File: config.mk
export PLATFORM = sky130hd
export DESIGN_NAME = vldst_addrgen
export DESIGN_NICKNAME = d
export VERILOG_FILES = /design/src/rtl/addrgen_pkg.sv /design/src/rtl/addrgen_intf.sv /design/src/rtl/burst_planner.sv /design/src/rtl/insn_frontend.sv /design/src/rtl/lsu_cmd_queue.sv /design/src/rtl/vldst_addrgen.sv
export SDC_FILE = /design/constraint.sdc
export NUM_CORES = 1
export LEC_CHECK = 0
export ABC_AREA = 1
export BUFFER_PORTS_ARGS = -buffer_cell sky130_fd_sc_hd__buf_2
export CAP_MARGIN = 10
export CELL_PAD_IN_SITES_DETAIL_PLACEMENT = 1
export CELL_PAD_IN_SITES_GLOBAL_PLACEMENT = 2
export CORE_ASPECT_RATIO = 0.75
export CORE_MARGIN = 2
export CORE_UTILIZATION = 41
export CTS_BUF_LIST = sky130_fd_sc_hd__clkbuf_16
export CTS_CLUSTER_DIAMETER = 100
export DETAILED_ROUTE_END_ITERATION = 16
export HOLD_SLACK_MARGIN = 0.03
export PLACE_DENSITY_LB_ADDON = 0.1
export SKIP_LAST_GASP = 1
export SLEW_MARGIN = 40
export SYNTH_ARGS = -nofsm -noshare
export SYNTH_HDL_FRONTEND = slang
export SYNTH_SLANG_ARGS = --single-unit
export TNS_END_PERCENT = 50
File: constraint.sdc
create_clock -name clk_i -period 20.4 [get_ports clk_i]
set_clock_uncertainty 0.1 [all_clocks]
set_input_delay 1.02 -clock clk_i [delete_from_list [all_inputs] [get_ports clk_i]]
set_output_delay 1.02 -clock clk_i [all_outputs]
set_load 0.005 [all_outputs]
File: src/rtl/addrgen_pkg.sv
package addrgen_pkg;

  //////////////////////////////
  // Widths and limits
  //////////////////////////////

  // Byte address width
  localparam int unsigned AddrWidth     = 32;
  // Element count width
  localparam int unsigned VlWidth       = 12;
  // Offset bits inside a 4 KiB page
  localparam int unsigned PageBits      = 12;
  // AXI4 INCR burst limit
  localparam int unsigned MaxBurstBeats = 256;

  typedef logic        [AddrWidth-1:0] addr_t;
  typedef logic        [VlWidth-1:0]   vl_t;
  // Byte stride, may be negative
  typedef logic signed [AddrWidth-1:0] stride_t;
  // Beats minus one
  typedef logic        [7:0]           axi_len_t;
  // Log2 of the bytes per beat
  typedef logic        [2:0]           axi_size_t;

  //////////////////////////////
  // Encodings
  //////////////////////////////

  // Element width, value is log2 of the bytes
  typedef enum logic [1:0] {
    EW8  = 2'd0,
    EW16 = 2'd1,
    EW32 = 2'd2,
    EW64 = 2'd3
  } vew_e;

  // Vector memory operation
  typedef enum logic [1:0] {
    OP_UNIT_LOAD     = 2'd0,
    OP_UNIT_STORE    = 2'd1,
    OP_STRIDED_LOAD  = 2'd2,
    OP_STRIDED_STORE = 2'd3
  } mem_op_e;

  // Loads go out on AR, stores on AW
  function automatic logic op_is_load(mem_op_e op);
    return (op == OP_UNIT_LOAD) || (op == OP_STRIDED_LOAD);
  endfunction

  // Base must sit on an element boundary
  function automatic logic addr_misaligned(addr_t addr, vew_e vew);
    addr_t mask;
    mask = (addr_t'(1) << vew) - addr_t'(1);
    return |(addr & mask);
  endfunction

endpackage

File: src/rtl/addrgen_intf.sv
// Request from the instruction frontend to the burst planner
interface addrgen_req_if;
  import addrgen_pkg::*;

  // Instruction fields, stable while valid is high
  addr_t   addr;
  vl_t     len;
  stride_t stride;
  vew_e    vew;
  logic    is_load;
  // Unit-stride, becomes INCR bursts
  logic    is_burst;
  // Handshake, ready marks the last access
  logic    valid;
  logic    ready;

  modport frontend (
    output addr, len, stride, vew, is_load, is_burst, valid,
    input  ready
  );

  modport planner (
    input  addr, len, stride, vew, is_load, is_burst, valid,
    output ready
  );

endinterface

// Command from the burst planner into the load/store command queue
interface lsu_cmd_if;
  import addrgen_pkg::*;

  // One entry per AR/AW request
  addr_t     addr;
  axi_len_t  len;
  axi_size_t size;
  logic      is_load;
  // Only raised while full is low
  logic      push;
  // Queue status back to the planner
  logic      full;
  logic      empty;
  // Direction of the oldest entry
  logic      head_is_load;

  modport planner (
    output addr, len, size, is_load, push,
    input  full, empty, head_is_load
  );

  modport queue (
    input  addr, len, size, is_load, push,
    output full, empty, head_is_load
  );

endinterface

File: src/rtl/burst_planner.sv
module burst_planner #(
  parameter int unsigned AxiDataWidth = 64
) (
  input  logic                   clk_i,
  input  logic                   rst_ni,
  addrgen_req_if.planner         req,
  lsu_cmd_if.planner             cmd,
  // Scalar stores still draining in the core
  input  logic                   core_st_pending_i,
  // AR channel
  output addrgen_pkg::addr_t     ar_addr_o,
  output addrgen_pkg::axi_len_t  ar_len_o,
  output addrgen_pkg::axi_size_t ar_size_o,
  output logic                   ar_valid_o,
  input  logic                   ar_ready_i,
  // AW channel
  output addrgen_pkg::addr_t     aw_addr_o,
  output addrgen_pkg::axi_len_t  aw_len_o,
  output addrgen_pkg::axi_size_t aw_size_o,
  output logic                   aw_valid_o,
  input  logic                   aw_ready_i
);
  import addrgen_pkg::*;

  // Bus geometry
  localparam int unsigned BeatBytes     = AxiDataWidth / 8;
  localparam int unsigned BeatLog       = $clog2(BeatBytes);
  localparam addr_t       BeatMask      = addr_t'(BeatBytes - 1);
  localparam addr_t       MaxBurstBytes = addr_t'(MaxBurstBeats * BeatBytes);

  typedef enum logic [1:0] {
    IDLE,
    WAIT_STORES,
    REQUESTING
  } bp_state_e;

  bp_state_e state_q, state_d;

  // Running request
  addr_t   cur_addr_q;
  vl_t     remaining_q;
  // Last byte of the whole transfer
  addr_t   end_addr_q;
  stride_t stride_q;
  vew_e    vew_q;
  logic    is_load_q;
  logic    is_burst_q;

  // Per-access values
  addr_t     start_aligned;
  addr_t     page_last;
  addr_t     max_last;
  addr_t     burst_last;
  addr_t     next_addr;
  addr_t     covered;
  axi_len_t  ax_len;
  axi_size_t ax_size;
  logic      last;
  logic      take;
  logic      order_ok;
  logic      issue;
  logic      handshake;

  //////////////////////////////
  // Access shaping
  //////////////////////////////

  always_comb begin
    // Burst end is the earliest of transfer end, page end and 256 beats
    start_aligned = cur_addr_q & ~BeatMask;
    page_last     = {cur_addr_q[AddrWidth-1:PageBits], {PageBits{1'b1}}};
    max_last      = start_aligned + MaxBurstBytes - addr_t'(1);
    burst_last    = end_addr_q;
    if (page_last < burst_last) burst_last = page_last;
    if (max_last < burst_last) burst_last = max_last;

    if (is_burst_q) begin
      // Full-width INCR burst, next one starts bus aligned
      ax_len    = axi_len_t'((burst_last >> BeatLog) - (cur_addr_q >> BeatLog));
      ax_size   = axi_size_t'(BeatLog);
      next_addr = (burst_last & ~BeatMask) + addr_t'(BeatBytes);
      covered   = (burst_last - cur_addr_q + addr_t'(1)) >> vew_q;
    end else begin
      // One element per request
      ax_len    = '0;
      ax_size   = axi_size_t'(vew_q);
      next_addr = cur_addr_q + addr_t'(stride_q);
      covered   = addr_t'(1);
    end

    // This access finishes the instruction
    last = (addr_t'(remaining_q) <= covered);
  end

  //////////////////////////////
  // Handshakes
  //////////////////////////////

  assign take = (state_q == IDLE) && req.valid;

  // No direction switch while the other one is still queued
  assign order_ok = cmd.empty || (cmd.head_is_load == is_load_q);
  assign issue    = (state_q == REQUESTING) && !cmd.full && order_ok;

  assign ar_valid_o = issue && is_load_q;
  assign aw_valid_o = issue && !is_load_q;
  assign handshake  = (ar_valid_o && ar_ready_i) || (aw_valid_o && aw_ready_i);

  assign ar_addr_o = cur_addr_q;
  assign ar_len_o  = ax_len;
  assign ar_size_o = ax_size;
  assign aw_addr_o = cur_addr_q;
  assign aw_len_o  = ax_len;
  assign aw_size_o = ax_size;

  // Queue command mirrors the accepted request
  assign cmd.addr    = cur_addr_q;
  assign cmd.len     = ax_len;
  assign cmd.size    = ax_size;
  assign cmd.is_load = is_load_q;
  assign cmd.push    = handshake;

  assign req.ready = handshake && last;

  always_comb begin
    state_d = state_q;
    unique case (state_q)
      IDLE:        if (take) state_d = core_st_pending_i ? WAIT_STORES : REQUESTING;
      WAIT_STORES: if (!core_st_pending_i) state_d = REQUESTING;
      REQUESTING:  if (handshake && last) state_d = IDLE;
      default:     state_d = IDLE;
    endcase
  end

  always_ff @(posedge clk_i or negedge rst_ni) begin
    if (!rst_ni) begin
      state_q <= IDLE;
    end else begin
      state_q <= state_d;
    end
  end

  always_ff @(posedge clk_i) begin
    if (take) begin
      cur_addr_q  <= req.addr;
      remaining_q <= req.len;
      end_addr_q  <= req.addr + (addr_t'(req.len) << req.vew) - addr_t'(1);
      stride_q    <= req.stride;
      vew_q       <= req.vew;
      is_load_q   <= req.is_load;
      is_burst_q  <= req.is_burst;
    end else if (handshake) begin
      // Step to the next access
      cur_addr_q  <= next_addr;
      remaining_q <= remaining_q - vl_t'(covered);
    end
  end

  // Only one address channel active
  assert property (@(posedge clk_i) disable iff (!rst_ni) !(ar_valid_o && aw_valid_o));

  // Queue never overrun
  assert property (@(posedge clk_i) disable iff (!rst_ni) cmd.push |-> !cmd.full);

  // A stalled AR request keeps its fields
  assert property (@(posedge clk_i) disable iff (!rst_ni)
    ar_valid_o && !ar_ready_i |=> ar_valid_o && $stable(ar_addr_o) && $stable(ar_len_o));

endmodule

File: src/rtl/insn_frontend.sv
module insn_frontend (
  input  logic                   clk_i,
  input  logic                   rst_ni,
  // Instruction input
  input  addrgen_pkg::mem_op_e   pe_op_i,
  input  addrgen_pkg::addr_t     pe_addr_i,
  input  addrgen_pkg::vl_t       pe_vl_i,
  input  addrgen_pkg::stride_t   pe_stride_i,
  input  addrgen_pkg::vew_e      pe_vew_i,
  input  logic                   pe_valid_i,
  output logic                   pe_ready_o,
  // Request towards the planner
  addrgen_req_if.frontend        req,
  // Completion
  output logic                   ack_o,
  output logic                   exc_valid_o,
  output logic                   exc_load_o,
  output logic                   exc_store_o
);
  import addrgen_pkg::*;

  // IDLE waits, CHECK tests alignment, ISSUE waits for the planner
  typedef enum logic [1:0] {
    IDLE,
    CHECK,
    ISSUE
  } fe_state_e;

  fe_state_e state_q, state_d;

  // Held instruction
  mem_op_e op_q;
  addr_t   addr_q;
  vl_t     vl_q;
  stride_t stride_q;
  vew_e    vew_q;

  logic take;
  logic misaligned;
  logic is_load;
  logic done;

  // Accept only when nothing is in flight
  assign pe_ready_o = (state_q == IDLE);
  assign take       = pe_valid_i && pe_ready_o;

  // Alignment of the held base address
  assign misaligned = addr_misaligned(addr_q, vew_q);
  assign is_load    = op_is_load(op_q);

  // Request fields come straight from the held instruction
  assign req.addr     = addr_q;
  assign req.len      = vl_q;
  assign req.stride   = stride_q;
  assign req.vew      = vew_q;
  assign req.is_load  = is_load;
  assign req.is_burst = (op_q == OP_UNIT_LOAD) || (op_q == OP_UNIT_STORE);
  // Valid from the check cycle on, unless the base is bad
  assign req.valid    = ((state_q == CHECK) && !misaligned) || (state_q == ISSUE);

  // Planner finished the last access
  assign done = req.valid && req.ready;

  // Exception ack lasts the check cycle only
  assign exc_valid_o = (state_q == CHECK) && misaligned;
  assign exc_load_o  = exc_valid_o && is_load;
  assign exc_store_o = exc_valid_o && !is_load;
  assign ack_o       = exc_valid_o || done;

  always_comb begin
    state_d = state_q;
    unique case (state_q)
      IDLE:    if (take) state_d = CHECK;
      CHECK:   state_d = misaligned ? IDLE : ISSUE;
      ISSUE:   state_d = ISSUE;
      default: state_d = IDLE;
    endcase
    // Back to idle once the planner is through
    if (done) state_d = IDLE;
  end

  always_ff @(posedge clk_i or negedge rst_ni) begin
    if (!rst_ni) begin
      state_q <= IDLE;
    end else begin
      state_q <= state_d;
    end
  end

  // Instruction capture on acceptance
  always_ff @(posedge clk_i) begin
    if (take) begin
      op_q     <= pe_op_i;
      addr_q   <= pe_addr_i;
      vl_q     <= pe_vl_i;
      stride_q <= pe_stride_i;
      vew_q    <= pe_vew_i;
    end
  end

  // Ack only closes a live instruction
  assert property (@(posedge clk_i) disable iff (!rst_ni) ack_o |-> (state_q != IDLE));

endmodule

File: src/rtl/lsu_cmd_queue.sv
module lsu_cmd_queue #(
  parameter int unsigned QueueDepth = 4
) (
  input  logic                   clk_i,
  input  logic                   rst_ni,
  lsu_cmd_if.queue               cmd,
  // Either unit takes the head entry
  input  logic                   ldu_ready_i,
  input  logic                   stu_ready_i,
  output addrgen_pkg::addr_t     lsu_addr_o,
  output addrgen_pkg::axi_len_t  lsu_len_o,
  output addrgen_pkg::axi_size_t lsu_size_o,
  output logic                   lsu_is_load_o,
  output logic                   lsu_valid_o
);
  import addrgen_pkg::*;

  localparam int unsigned PtrWidth = (QueueDepth > 1) ? $clog2(QueueDepth) : 1;

  typedef logic [PtrWidth-1:0] ptr_t;
  typedef logic [PtrWidth:0]   cnt_t;

  // Entry storage
  addr_t     addr_mem [QueueDepth];
  axi_len_t  len_mem  [QueueDepth];
  axi_size_t size_mem [QueueDepth];
  logic      load_mem [QueueDepth];

  ptr_t wr_ptr_q;
  ptr_t rd_ptr_q;
  cnt_t count_q;
  logic full;
  logic empty;
  logic pop_req;
  logic pop;

  // Wrap at the last slot
  function automatic ptr_t next_ptr(ptr_t ptr);
    return (ptr == ptr_t'(QueueDepth - 1)) ? '0 : ptr + ptr_t'(1);
  endfunction

  assign empty   = (count_q == '0);
  assign full    = (count_q == cnt_t'(QueueDepth));
  assign pop_req = ldu_ready_i || stu_ready_i;
  assign pop     = pop_req && !empty;

  // Status back to the planner
  assign cmd.full         = full;
  assign cmd.empty        = empty;
  assign cmd.head_is_load = load_mem[rd_ptr_q];

  // Head entry
  assign lsu_addr_o    = addr_mem[rd_ptr_q];
  assign lsu_len_o     = len_mem[rd_ptr_q];
  assign lsu_size_o    = size_mem[rd_ptr_q];
  assign lsu_is_load_o = load_mem[rd_ptr_q];
  assign lsu_valid_o   = !empty;

  always_ff @(posedge clk_i) begin
    if (cmd.push) begin
      addr_mem[wr_ptr_q] <= cmd.addr;
      len_mem[wr_ptr_q]  <= cmd.len;
      size_mem[wr_ptr_q] <= cmd.size;
      load_mem[wr_ptr_q] <= cmd.is_load;
    end
  end

  always_ff @(posedge clk_i or negedge rst_ni) begin
    if (!rst_ni) begin
      wr_ptr_q <= '0;
      rd_ptr_q <= '0;
      count_q  <= '0;
    end else begin
      if (cmd.push) wr_ptr_q <= next_ptr(wr_ptr_q);
      if (pop) rd_ptr_q <= next_ptr(rd_ptr_q);
      // Occupancy
      unique case ({cmd.push, pop})
        2'b10:   count_q <= count_q + cnt_t'(1);
        2'b01:   count_q <= count_q - cnt_t'(1);
        default: count_q <= count_q;
      endcase
    end
  end

  // Load and store units only pop a valid head
  assert property (@(posedge clk_i) disable iff (!rst_ni) pop_req |-> !empty);

endmodule

File: src/rtl/vldst_addrgen.sv
module vldst_addrgen #(
  parameter int unsigned AxiDataWidth = 64,
  parameter int unsigned QueueDepth   = 4
) (
  input  logic                   clk_i,
  input  logic                   rst_ni,
  // Instruction input
  input  addrgen_pkg::mem_op_e   pe_op_i,
  input  addrgen_pkg::addr_t     pe_addr_i,
  input  addrgen_pkg::vl_t       pe_vl_i,
  input  addrgen_pkg::stride_t   pe_stride_i,
  input  addrgen_pkg::vew_e      pe_vew_i,
  input  logic                   pe_valid_i,
  output logic                   pe_ready_o,
  // AR channel
  output addrgen_pkg::addr_t     ar_addr_o,
  output addrgen_pkg::axi_len_t  ar_len_o,
  output addrgen_pkg::axi_size_t ar_size_o,
  output logic                   ar_valid_o,
  input  logic                   ar_ready_i,
  // AW channel
  output addrgen_pkg::addr_t     aw_addr_o,
  output addrgen_pkg::axi_len_t  aw_len_o,
  output addrgen_pkg::axi_size_t aw_size_o,
  output logic                   aw_valid_o,
  input  logic                   aw_ready_i,
  // Commands to the load/store units
  output addrgen_pkg::addr_t     lsu_addr_o,
  output addrgen_pkg::axi_len_t  lsu_len_o,
  output addrgen_pkg::axi_size_t lsu_size_o,
  output logic                   lsu_is_load_o,
  output logic                   lsu_valid_o,
  input  logic                   ldu_ready_i,
  input  logic                   stu_ready_i,
  // Completion
  output logic                   ack_o,
  output logic                   exc_valid_o,
  output logic                   exc_load_o,
  output logic                   exc_store_o,
  // Store drain
  input  logic                   core_st_pending_i
);

  // Frontend to planner, planner to queue
  addrgen_req_if req_if ();
  lsu_cmd_if     cmd_if ();

  insn_frontend u_frontend (
    .clk_i       (clk_i),
    .rst_ni      (rst_ni),
    .pe_op_i     (pe_op_i),
    .pe_addr_i   (pe_addr_i),
    .pe_vl_i     (pe_vl_i),
    .pe_stride_i (pe_stride_i),
    .pe_vew_i    (pe_vew_i),
    .pe_valid_i  (pe_valid_i),
    .pe_ready_o  (pe_ready_o),
    .req         (req_if.frontend),
    .ack_o       (ack_o),
    .exc_valid_o (exc_valid_o),
    .exc_load_o  (exc_load_o),
    .exc_store_o (exc_store_o)
  );

  burst_planner #(
    .AxiDataWidth (AxiDataWidth)
  ) u_planner (
    .clk_i             (clk_i),
    .rst_ni            (rst_ni),
    .req               (req_if.planner),
    .cmd               (cmd_if.planner),
    .core_st_pending_i (core_st_pending_i),
    .ar_addr_o         (ar_addr_o),
    .ar_len_o          (ar_len_o),
    .ar_size_o         (ar_size_o),
    .ar_valid_o        (ar_valid_o),
    .ar_ready_i        (ar_ready_i),
    .aw_addr_o         (aw_addr_o),
    .aw_len_o          (aw_len_o),
    .aw_size_o         (aw_size_o),
    .aw_valid_o        (aw_valid_o),
    .aw_ready_i        (aw_ready_i)
  );

  lsu_cmd_queue #(
    .QueueDepth (QueueDepth)
  ) u_queue (
    .clk_i         (clk_i),
    .rst_ni        (rst_ni),
    .cmd           (cmd_if.queue),
    .ldu_ready_i   (ldu_ready_i),
    .stu_ready_i   (stu_ready_i),
    .lsu_addr_o    (lsu_addr_o),
    .lsu_len_o     (lsu_len_o),
    .lsu_size_o    (lsu_size_o),
    .lsu_is_load_o (lsu_is_load_o),
    .lsu_valid_o   (lsu_valid_o)
  );

endmodule

==> metrics.yaml, run 1 <==
layout:
  layout.cells.most_common: "nand2_1"
  nNetsFinal: 3225
  final_area_mm2: 0.02741
  area_growth_syn_to_layout_pct: 12.76
  antenna_cells: 0
  layout-drive-gt1-share_pct: 13.58
  mostFrequentLayoutCells: "513 x nand2_1, 364 x edfxtp_1, 361 x inv_1"
setup_path:
  worst_path_most_repeated_cell: "nand2_1"
  crit_type: "reg2out"
  endpoint_kind: "primary output"
  arrival_ps: 10500
  required_ps: 19280
  slowest_stage: "edfxtp_1"
  cp_slowest_stage_delay_ps: 670
  rr_worst_depth: 49
  cp-start-kind: "register"
  crit_path_max_fanout: 12
die:
  dieArea_mm2: 0.06127
  fp.dieW_um: 285.1
  rows: 77
  die_h_um: 214.9
  start_util_pct: 41.36
  fp.coreArea_mm2: 0.05877
  ioPinCount: 226
routing:
  final_antenna_net_count: 0
  viasPerCell: 5.299
  routed_wl_um: 78390
  drc: 0
  via_count: 19834
  drtPass1Iterations: 7
  wl_per_cell_um: 20.94
  drtIter0Drc: 1353
global_routing:
  grtUsageTotal_pct: 25.30
  grt_overflow_total: 0
  grt_pass1_wl_um: 119100
  grt_max_degree: 67
  grt_pass1_vias: 20274
  antenna_found_initial: 0
synthesis:
  synth_fa_ha_area_share_pct: 11.43
  synth_mux_area_share_pct: 0.3706
  postSynthCellCount: 2741
  seq_area_frac_synth_pct: 46.10
  yosysUniqueCellTypes: 59
  synth_xor_area_share_pct: 2.991
  synth_simple_gate_area_share_pct: 17.68
  ys_async_sr_fraction_pct: 2.933
  postSynthAreaPerCell_um2: 8.867
  synth-compound-area-share_pct: 13.04
  synth_top_family_by_area: "simple AND/OR/NAND/NOR gates"
  syn_area_mm2: 0.02431
  yosys_warnings: 0
  synth_edf_count: 364
  ys_ff_latch: 375
  synth_ff_type: "edfxtp_1"
run_status:
  status: "complete, no violations"
clock_tree:
  cts-root-buf: "clkbuf_16"
  clk_pin_slew_ps: 60
  cts_setup_buffers: 0
  clock_sinks: 375
  worstSkewPairLatency_ps: 570
  postCtsResizedCells: 0
  ctsHoldBuffers: 0
  tritoncts: "built"
  ctsHtreeMaxLevel: 2
  cts_buffer_depth: 3
  numCtsBuffers: 41
sta:
  min_period_ps: 11620
  slew_headroom_pct: 43.34
  rsz0062_at_grt: "false"
  drv_slew: 0
  hold_viol: 0
  timing.setup.tns_ps: 0
  final.period_utilization_pct: 56.95
  max_freq_mhz: 86.07
  finalSetupViolations: 0
  worst_pin_slew_ps: 841.0
placement:
  port_buffers: 222
  dp_hpwl_um: 60980
  placed_area_mm2: 0.02598
  place.gp.congestion: 0.8644
min_path:
  hp-class: "in2async"
flow_run:
  drv_cap: 0
## area by class of cell
cell class	count	area, um^2
Inverter	371	1395
Tap cell	790	988.4
Multi-Input combinational cell	1886	11110
Fill cell	6954	31360
Sequential cell	375	11210
Clock buffer	43	1076
Clock inverter	32	330.3
Timing Repair Buffer	246	1296
## synthesized netlist by cell type (7+ instances only)
cell type,number,share of area (%)
a31oi_1,13,0.33
a21oi_1,171,3.5
clkbuf_1,52,0.80
nor2_2,11,0.28
o21ai_2,20,0.72
ha_1,206,11
nand2_2,18,0.46
inv_2,11,0.17
edfxtp_1,364,45
nand3b_1,13,0.40
nor4_1,7,0.18
nor3_1,27,0.56
buf_4,46,1.4
xor2_1,55,2.0
o21a_1,8,0.25
dfrtp_1,11,1.1
nand3_1,114,2.3
o211ai_1,7,0.22
nor2_1,252,3.9
xnor2_1,28,1.0
nand2_1,515,8.0
or2_2,7,0.18
o21ai_0,247,5.1
fa_1,10,0.82
inv_1,358,5.5
o22ai_1,42,1.1
o21ai_1,10,0.21
nand4_1,32,0.82
mux2i_1,9,0.37
## flip-flops by register name, indices dropped and copies added (netlist names), 3 cells and up
| register | flops |
|---|---|
| u_queue.addr_mem | 128 |
| u_frontend.req.addr | 32 |
| u_frontend.req.stride | 32 |
| u_planner.ar_addr_o | 32 |
| u_planner.end_addr_q | 32 |
| u_planner.stride_q | 32 |
| u_queue.len_mem | 32 |
| u_frontend.req.len | 12 |
| u_planner.remaining_q | 12 |
| u_queue.size_mem | 8 |
| u_queue.load_mem | 4 |
| u_queue.count_q | 3 |
## cell families after synthesis
family,Yosys count
AO/OA/AOI/OAI,565
AND/OR/NAND/NOR,1010
other,1
flip-flops,375
multiplexers,9
adder cells (fa/ha/maj),216
XOR/XNOR,83
buffers and inverters,482
## worst max-delay path: cells and delay by family (launching register included)
kind	cells	cell delay, ps
adder cells (fa/ha/maj)	6	1810
buffers and inverters	8	820
AND/OR/NAND/NOR	22	2730
AO/OA/AOI/OAI	11	3340
XOR/XNOR	2	530
flip-flops	1	670
## final timing paths
path / from / end / slack [ps]
worst min-delay path: rst_ni / u_queue.count_q[1] / 250
worst max register to register: u_planner.ar_addr_o[4] / u_planner.state_q[1] / 10310
worst min register to register: u_frontend.req.stride[14] / u_planner.stride_q[14] / 320
worst max-delay path: u_planner.ar_addr_o[4] / ack_o / 8780
max in group asynchronous: rst_ni / u_queue.rd_ptr_q[0] / 19680
min in group clk_i: u_frontend.req.stride[14] / u_planner.stride_q[14] / 320
## per-stage QoR
stage / instances / worst slack (ps) / util (%) / hold slack, ps
6_report: 3743 / 8782 / 46.63 / 248.8
5_1_grt: 3743 / 7925 / 46.63 / 242.2
4_1_cts: 3741 / 8754 / 46.60 / 220.8
3_5_place_dp: 3666 / 9436 / 44.20 / 305.2
3_3_place_gp: 3666 / 9854 / 44.20 / 301.6
2_1_floorplan: 2743 / 12040 / - / 300.3
## routing by layer
metal  GRT usage [%]  vias to the layer above  wire length, um
li1                -                     9694                -
met1           39.24                     9689            40420
met2           37.50                      383            32810
met3           3.195                       68             3725
met4           5.375                        0             1431
met5               0                        -                0
Power of run 1 is left out: the tool's default activity adds up to more than one toggle a clock period on the data nets, which glitch-free logic cannot reach.
==> run 2, diff against run 1 <==
Settings changed: CORE_UTILIZATION 41 to 34.
Clock period 20.4 ns to 10.1 ns, I/O delays scaled along.
==> run 2 against run 1 <==
  * Routed wire length is 6.1% higher
  * Via count is 2.6% higher
  * Register-to-register slack worse by 8600 ps
  * Worst hold slack worse by 150 ps
  * Cell count is 7.4% higher
  * Clock-buffer cell count stayed put
  * Utilization is 5.9 points lower
  * Global-route usage is 3.0 points lower
  * Non-clock buffer count is 124 higher
  * Design area is 4.7% higher
  * Setup slack worse by 8100 ps
  * Largest cell class unchanged
==> metrics.yaml, run 2 (synthesis gave the netlist of run 1 again) <==
setup_path:
  worst_path_most_repeated_cell: "nand2_1"
  required_ps: 9500  # -9780 ps
  endpoint_kind: "primary output"
  cp-start-kind: "register"
  worst-path-buf-inv: 9  # +1
  arrival_ps: 8780  # -1720 ps
  crit_type: "reg2out"
  rr_worst_depth: 49  # unchanged
  crit_path_max_fanout: 5  # -7
  cp_slowest_stage_delay_ps: 430  # -240 ps
  r2r_start: "u_planner.ar_addr_o[4]"
  rrSetupSlack_ps: 1730  # -8580 ps
  cp-startpoint: "u_planner.ar_addr_o[4]"
  crit_family: "simple AND/OR/NAND/NOR gates"
  slowest_stage: "edfxtp_1"
  path_depth: 49  # unchanged
  r2r_end: "u_frontend.state_q[1]"
  worstSetupEndpoint: "ack_o"
layout:
  regMostFlops: "u_queue.addr_mem"
  largest_reg_flops: 128  # unchanged
  nNetsFinal: 3350  # +3.9%
  area_growth_syn_to_layout_pct: 18.09
  final_area_mm2: 0.02870  # +4.7%
  layout-drive-gt1-share_pct: 14.44  # +0.86 points
  mostFrequentLayoutCells: "512 x nand2_1, 367 x inv_1, 364 x edfxtp_1"
  antenna_cells: 0  # unchanged
  instances_no_fill: 4020  # +7.4%
  fill_cells: 8236  # +18%
  seq_area_mm2: 0.01121  # unchanged
  layout.cells.most_common: "nand2_1"
  multiInputGateArea_mm2: 0.01120  # +0.76%
routing:
  top_layer: "met4"
  drtIter0Drc: 1119  # -17%
  via_count: 20346  # +2.6%
  drc: 0  # unchanged
  viasPerCell: 5.061  # -4.5%
  wl_met3_um: 3719  # -0.16%
  wl_met1_um: 42950  # +6.2%
  met2WireLength_um: 34940  # +6.5%
  wl_per_cell_um: 20.69  # -1.2%
  drtPass1Iterations: 5  # -2
  final_antenna_net_count: 0  # unchanged
  routed_wl_um: 83160  # +6.1%
global_routing:
  grtUsageTotal_pct: 22.33  # -3.0 points
  grt_overflow_total: 0  # unchanged
  grt_pass1_wl_um: 125600  # +5.4%
  antenna_found_initial: 5  # +5
  grt_pass1_vias: 20608  # +1.6%
  grt_max_degree: 87  # +30%
clock_tree:
  numCtsBuffers: 42  # +2.4%
  ctsHtreeMaxLevel: 2  # unchanged
  worstSkewPairLatency_ps: 590  # +20 ps
  cts_buffer_depth: 3  # unchanged
  clock_sinks: 375  # unchanged
  cts-root-buf: "clkbuf_16"
  tritoncts: "built"
  clk_pin_slew_ps: 60  # about the same
sta:
  fin_ws_ps: 710.8  # -8071 ps
  worst_pin_slew_ps: 853.2  # +12.20 ps
  hold_viol: 0  # unchanged
  drv_slew: 0  # unchanged
  max_freq_mhz: 106.5
  slew_headroom_pct: 41.65  # -1.7 points
  finalSetupViolations: 0  # unchanged
  min_period_ps: 9389
  final.period_utilization_pct: 92.96
placement:
  dp.cells: 3852  # +5.1%
  port_buffers: 222  # unchanged
  place.gp.congestion: 0.8896  # +2.9%
  placed_area_mm2: 0.02641  # +1.6%
  place_ws_ps: 201.3  # -9235 ps
  dp_hpwl_um: 64220  # +5.3%
die:
  die_h_um: 235.6  # +9.6%
  start_util_pct: 34.52  # -6.8 points
  fp.coreArea_mm2: 0.07042  # +20%
  dieArea_mm2: 0.07366  # +20%
  fp.dieW_um: 312.7  # +9.7%
  ioPinCount: 226  # unchanged
  rows: 84  # +9.1%
flow_run:
  drv_cap: 0  # unchanged
run_status:
  status: "complete, no violations"
min_path:
  hp-class: "in2reg"
## run 2: cell types whose count changed in the layout (fill, tap and decap cells not counted), sizes merged
cell	previous run	this run
buf	246	289
clkinvlp	3	2
clkinv	18	16
dlygate4sd3	0	81
inv	376	380
bufinv	6	2
## run 2: how the worst min path moves through the flow
| stage | start | end | slack [ps] | cells past startpoint |
|---|---|---|---|---|
| 2_1_floorplan | rst_ni | u_frontend.state_q[0] | 110 | 0 |
| 3_3_place_gp | u_frontend.req.stride[16] | u_planner.stride_q[16] | 300 | 0 |
| 3_5_place_dp | rst_ni | u_queue.count_q[0] | 310 | 1 |
| 4_1_cts | core_st_pending_i | u_planner.state_q[0] | 60 | 3 |
| 5_1_grt | core_st_pending_i | u_planner.state_q[0] | 100 | 3 |
| 6_report | core_st_pending_i | u_planner.state_q[0] | 100 | 3 |
## run 2: what timing repair did
item | in CTS | in global routing
hold endpoints to repair | 91 | 0
pin swaps | 0 | 3
hold buffers | 81 | 0
endpoints found under the setup margin | 1 | 1
buffers inserted | 1 | 13
gates resized for setup | 2 | 18
## run 2: per-stage QoR
step           util [%]  TNS [ps]  hold WS [ps]
5_1_grt           40.76    -17.78         96.08
6_report          40.76         0         97.76
2_1_floorplan         -         0         109.4
4_1_cts           40.47         0         61.91
3_5_place_dp      37.50         0         305.2
3_3_place_gp      37.49         0         302.2
## run 2: tightest hold or removal path, cell delays in order
cell and delay [ps]:
buf_2 90, o211ai_1 80, inv_1 60
## run 2: routing by layer
| metal | up-vias | track usage, % |
|---|---|---|
| met4 | 0 | 4.785 |
| met3 | 72 | 2.828 |
| met1 | 9947 | 34.19 |
| li1 | 9926 | - |
| met5 | - | 0 |
| met2 | 401 | 33.35 |
## run 2: layout make-up
| type | instances | share of cell area (%) |
|---|---|---|
| Clock inverter | 29 | 0.6582 |
| Clock buffer | 43 | 3.749 |
| Inverter | 371 | 4.913 |
| Tap cell | 946 | 4.124 |
| Sequential cell | 375 | 39.04 |
| Multi-Input combinational cell | 1886 | 39.01 |
| Timing Repair Buffer | 370 | 8.500 |
Power of run 2 is left out for the same reason.
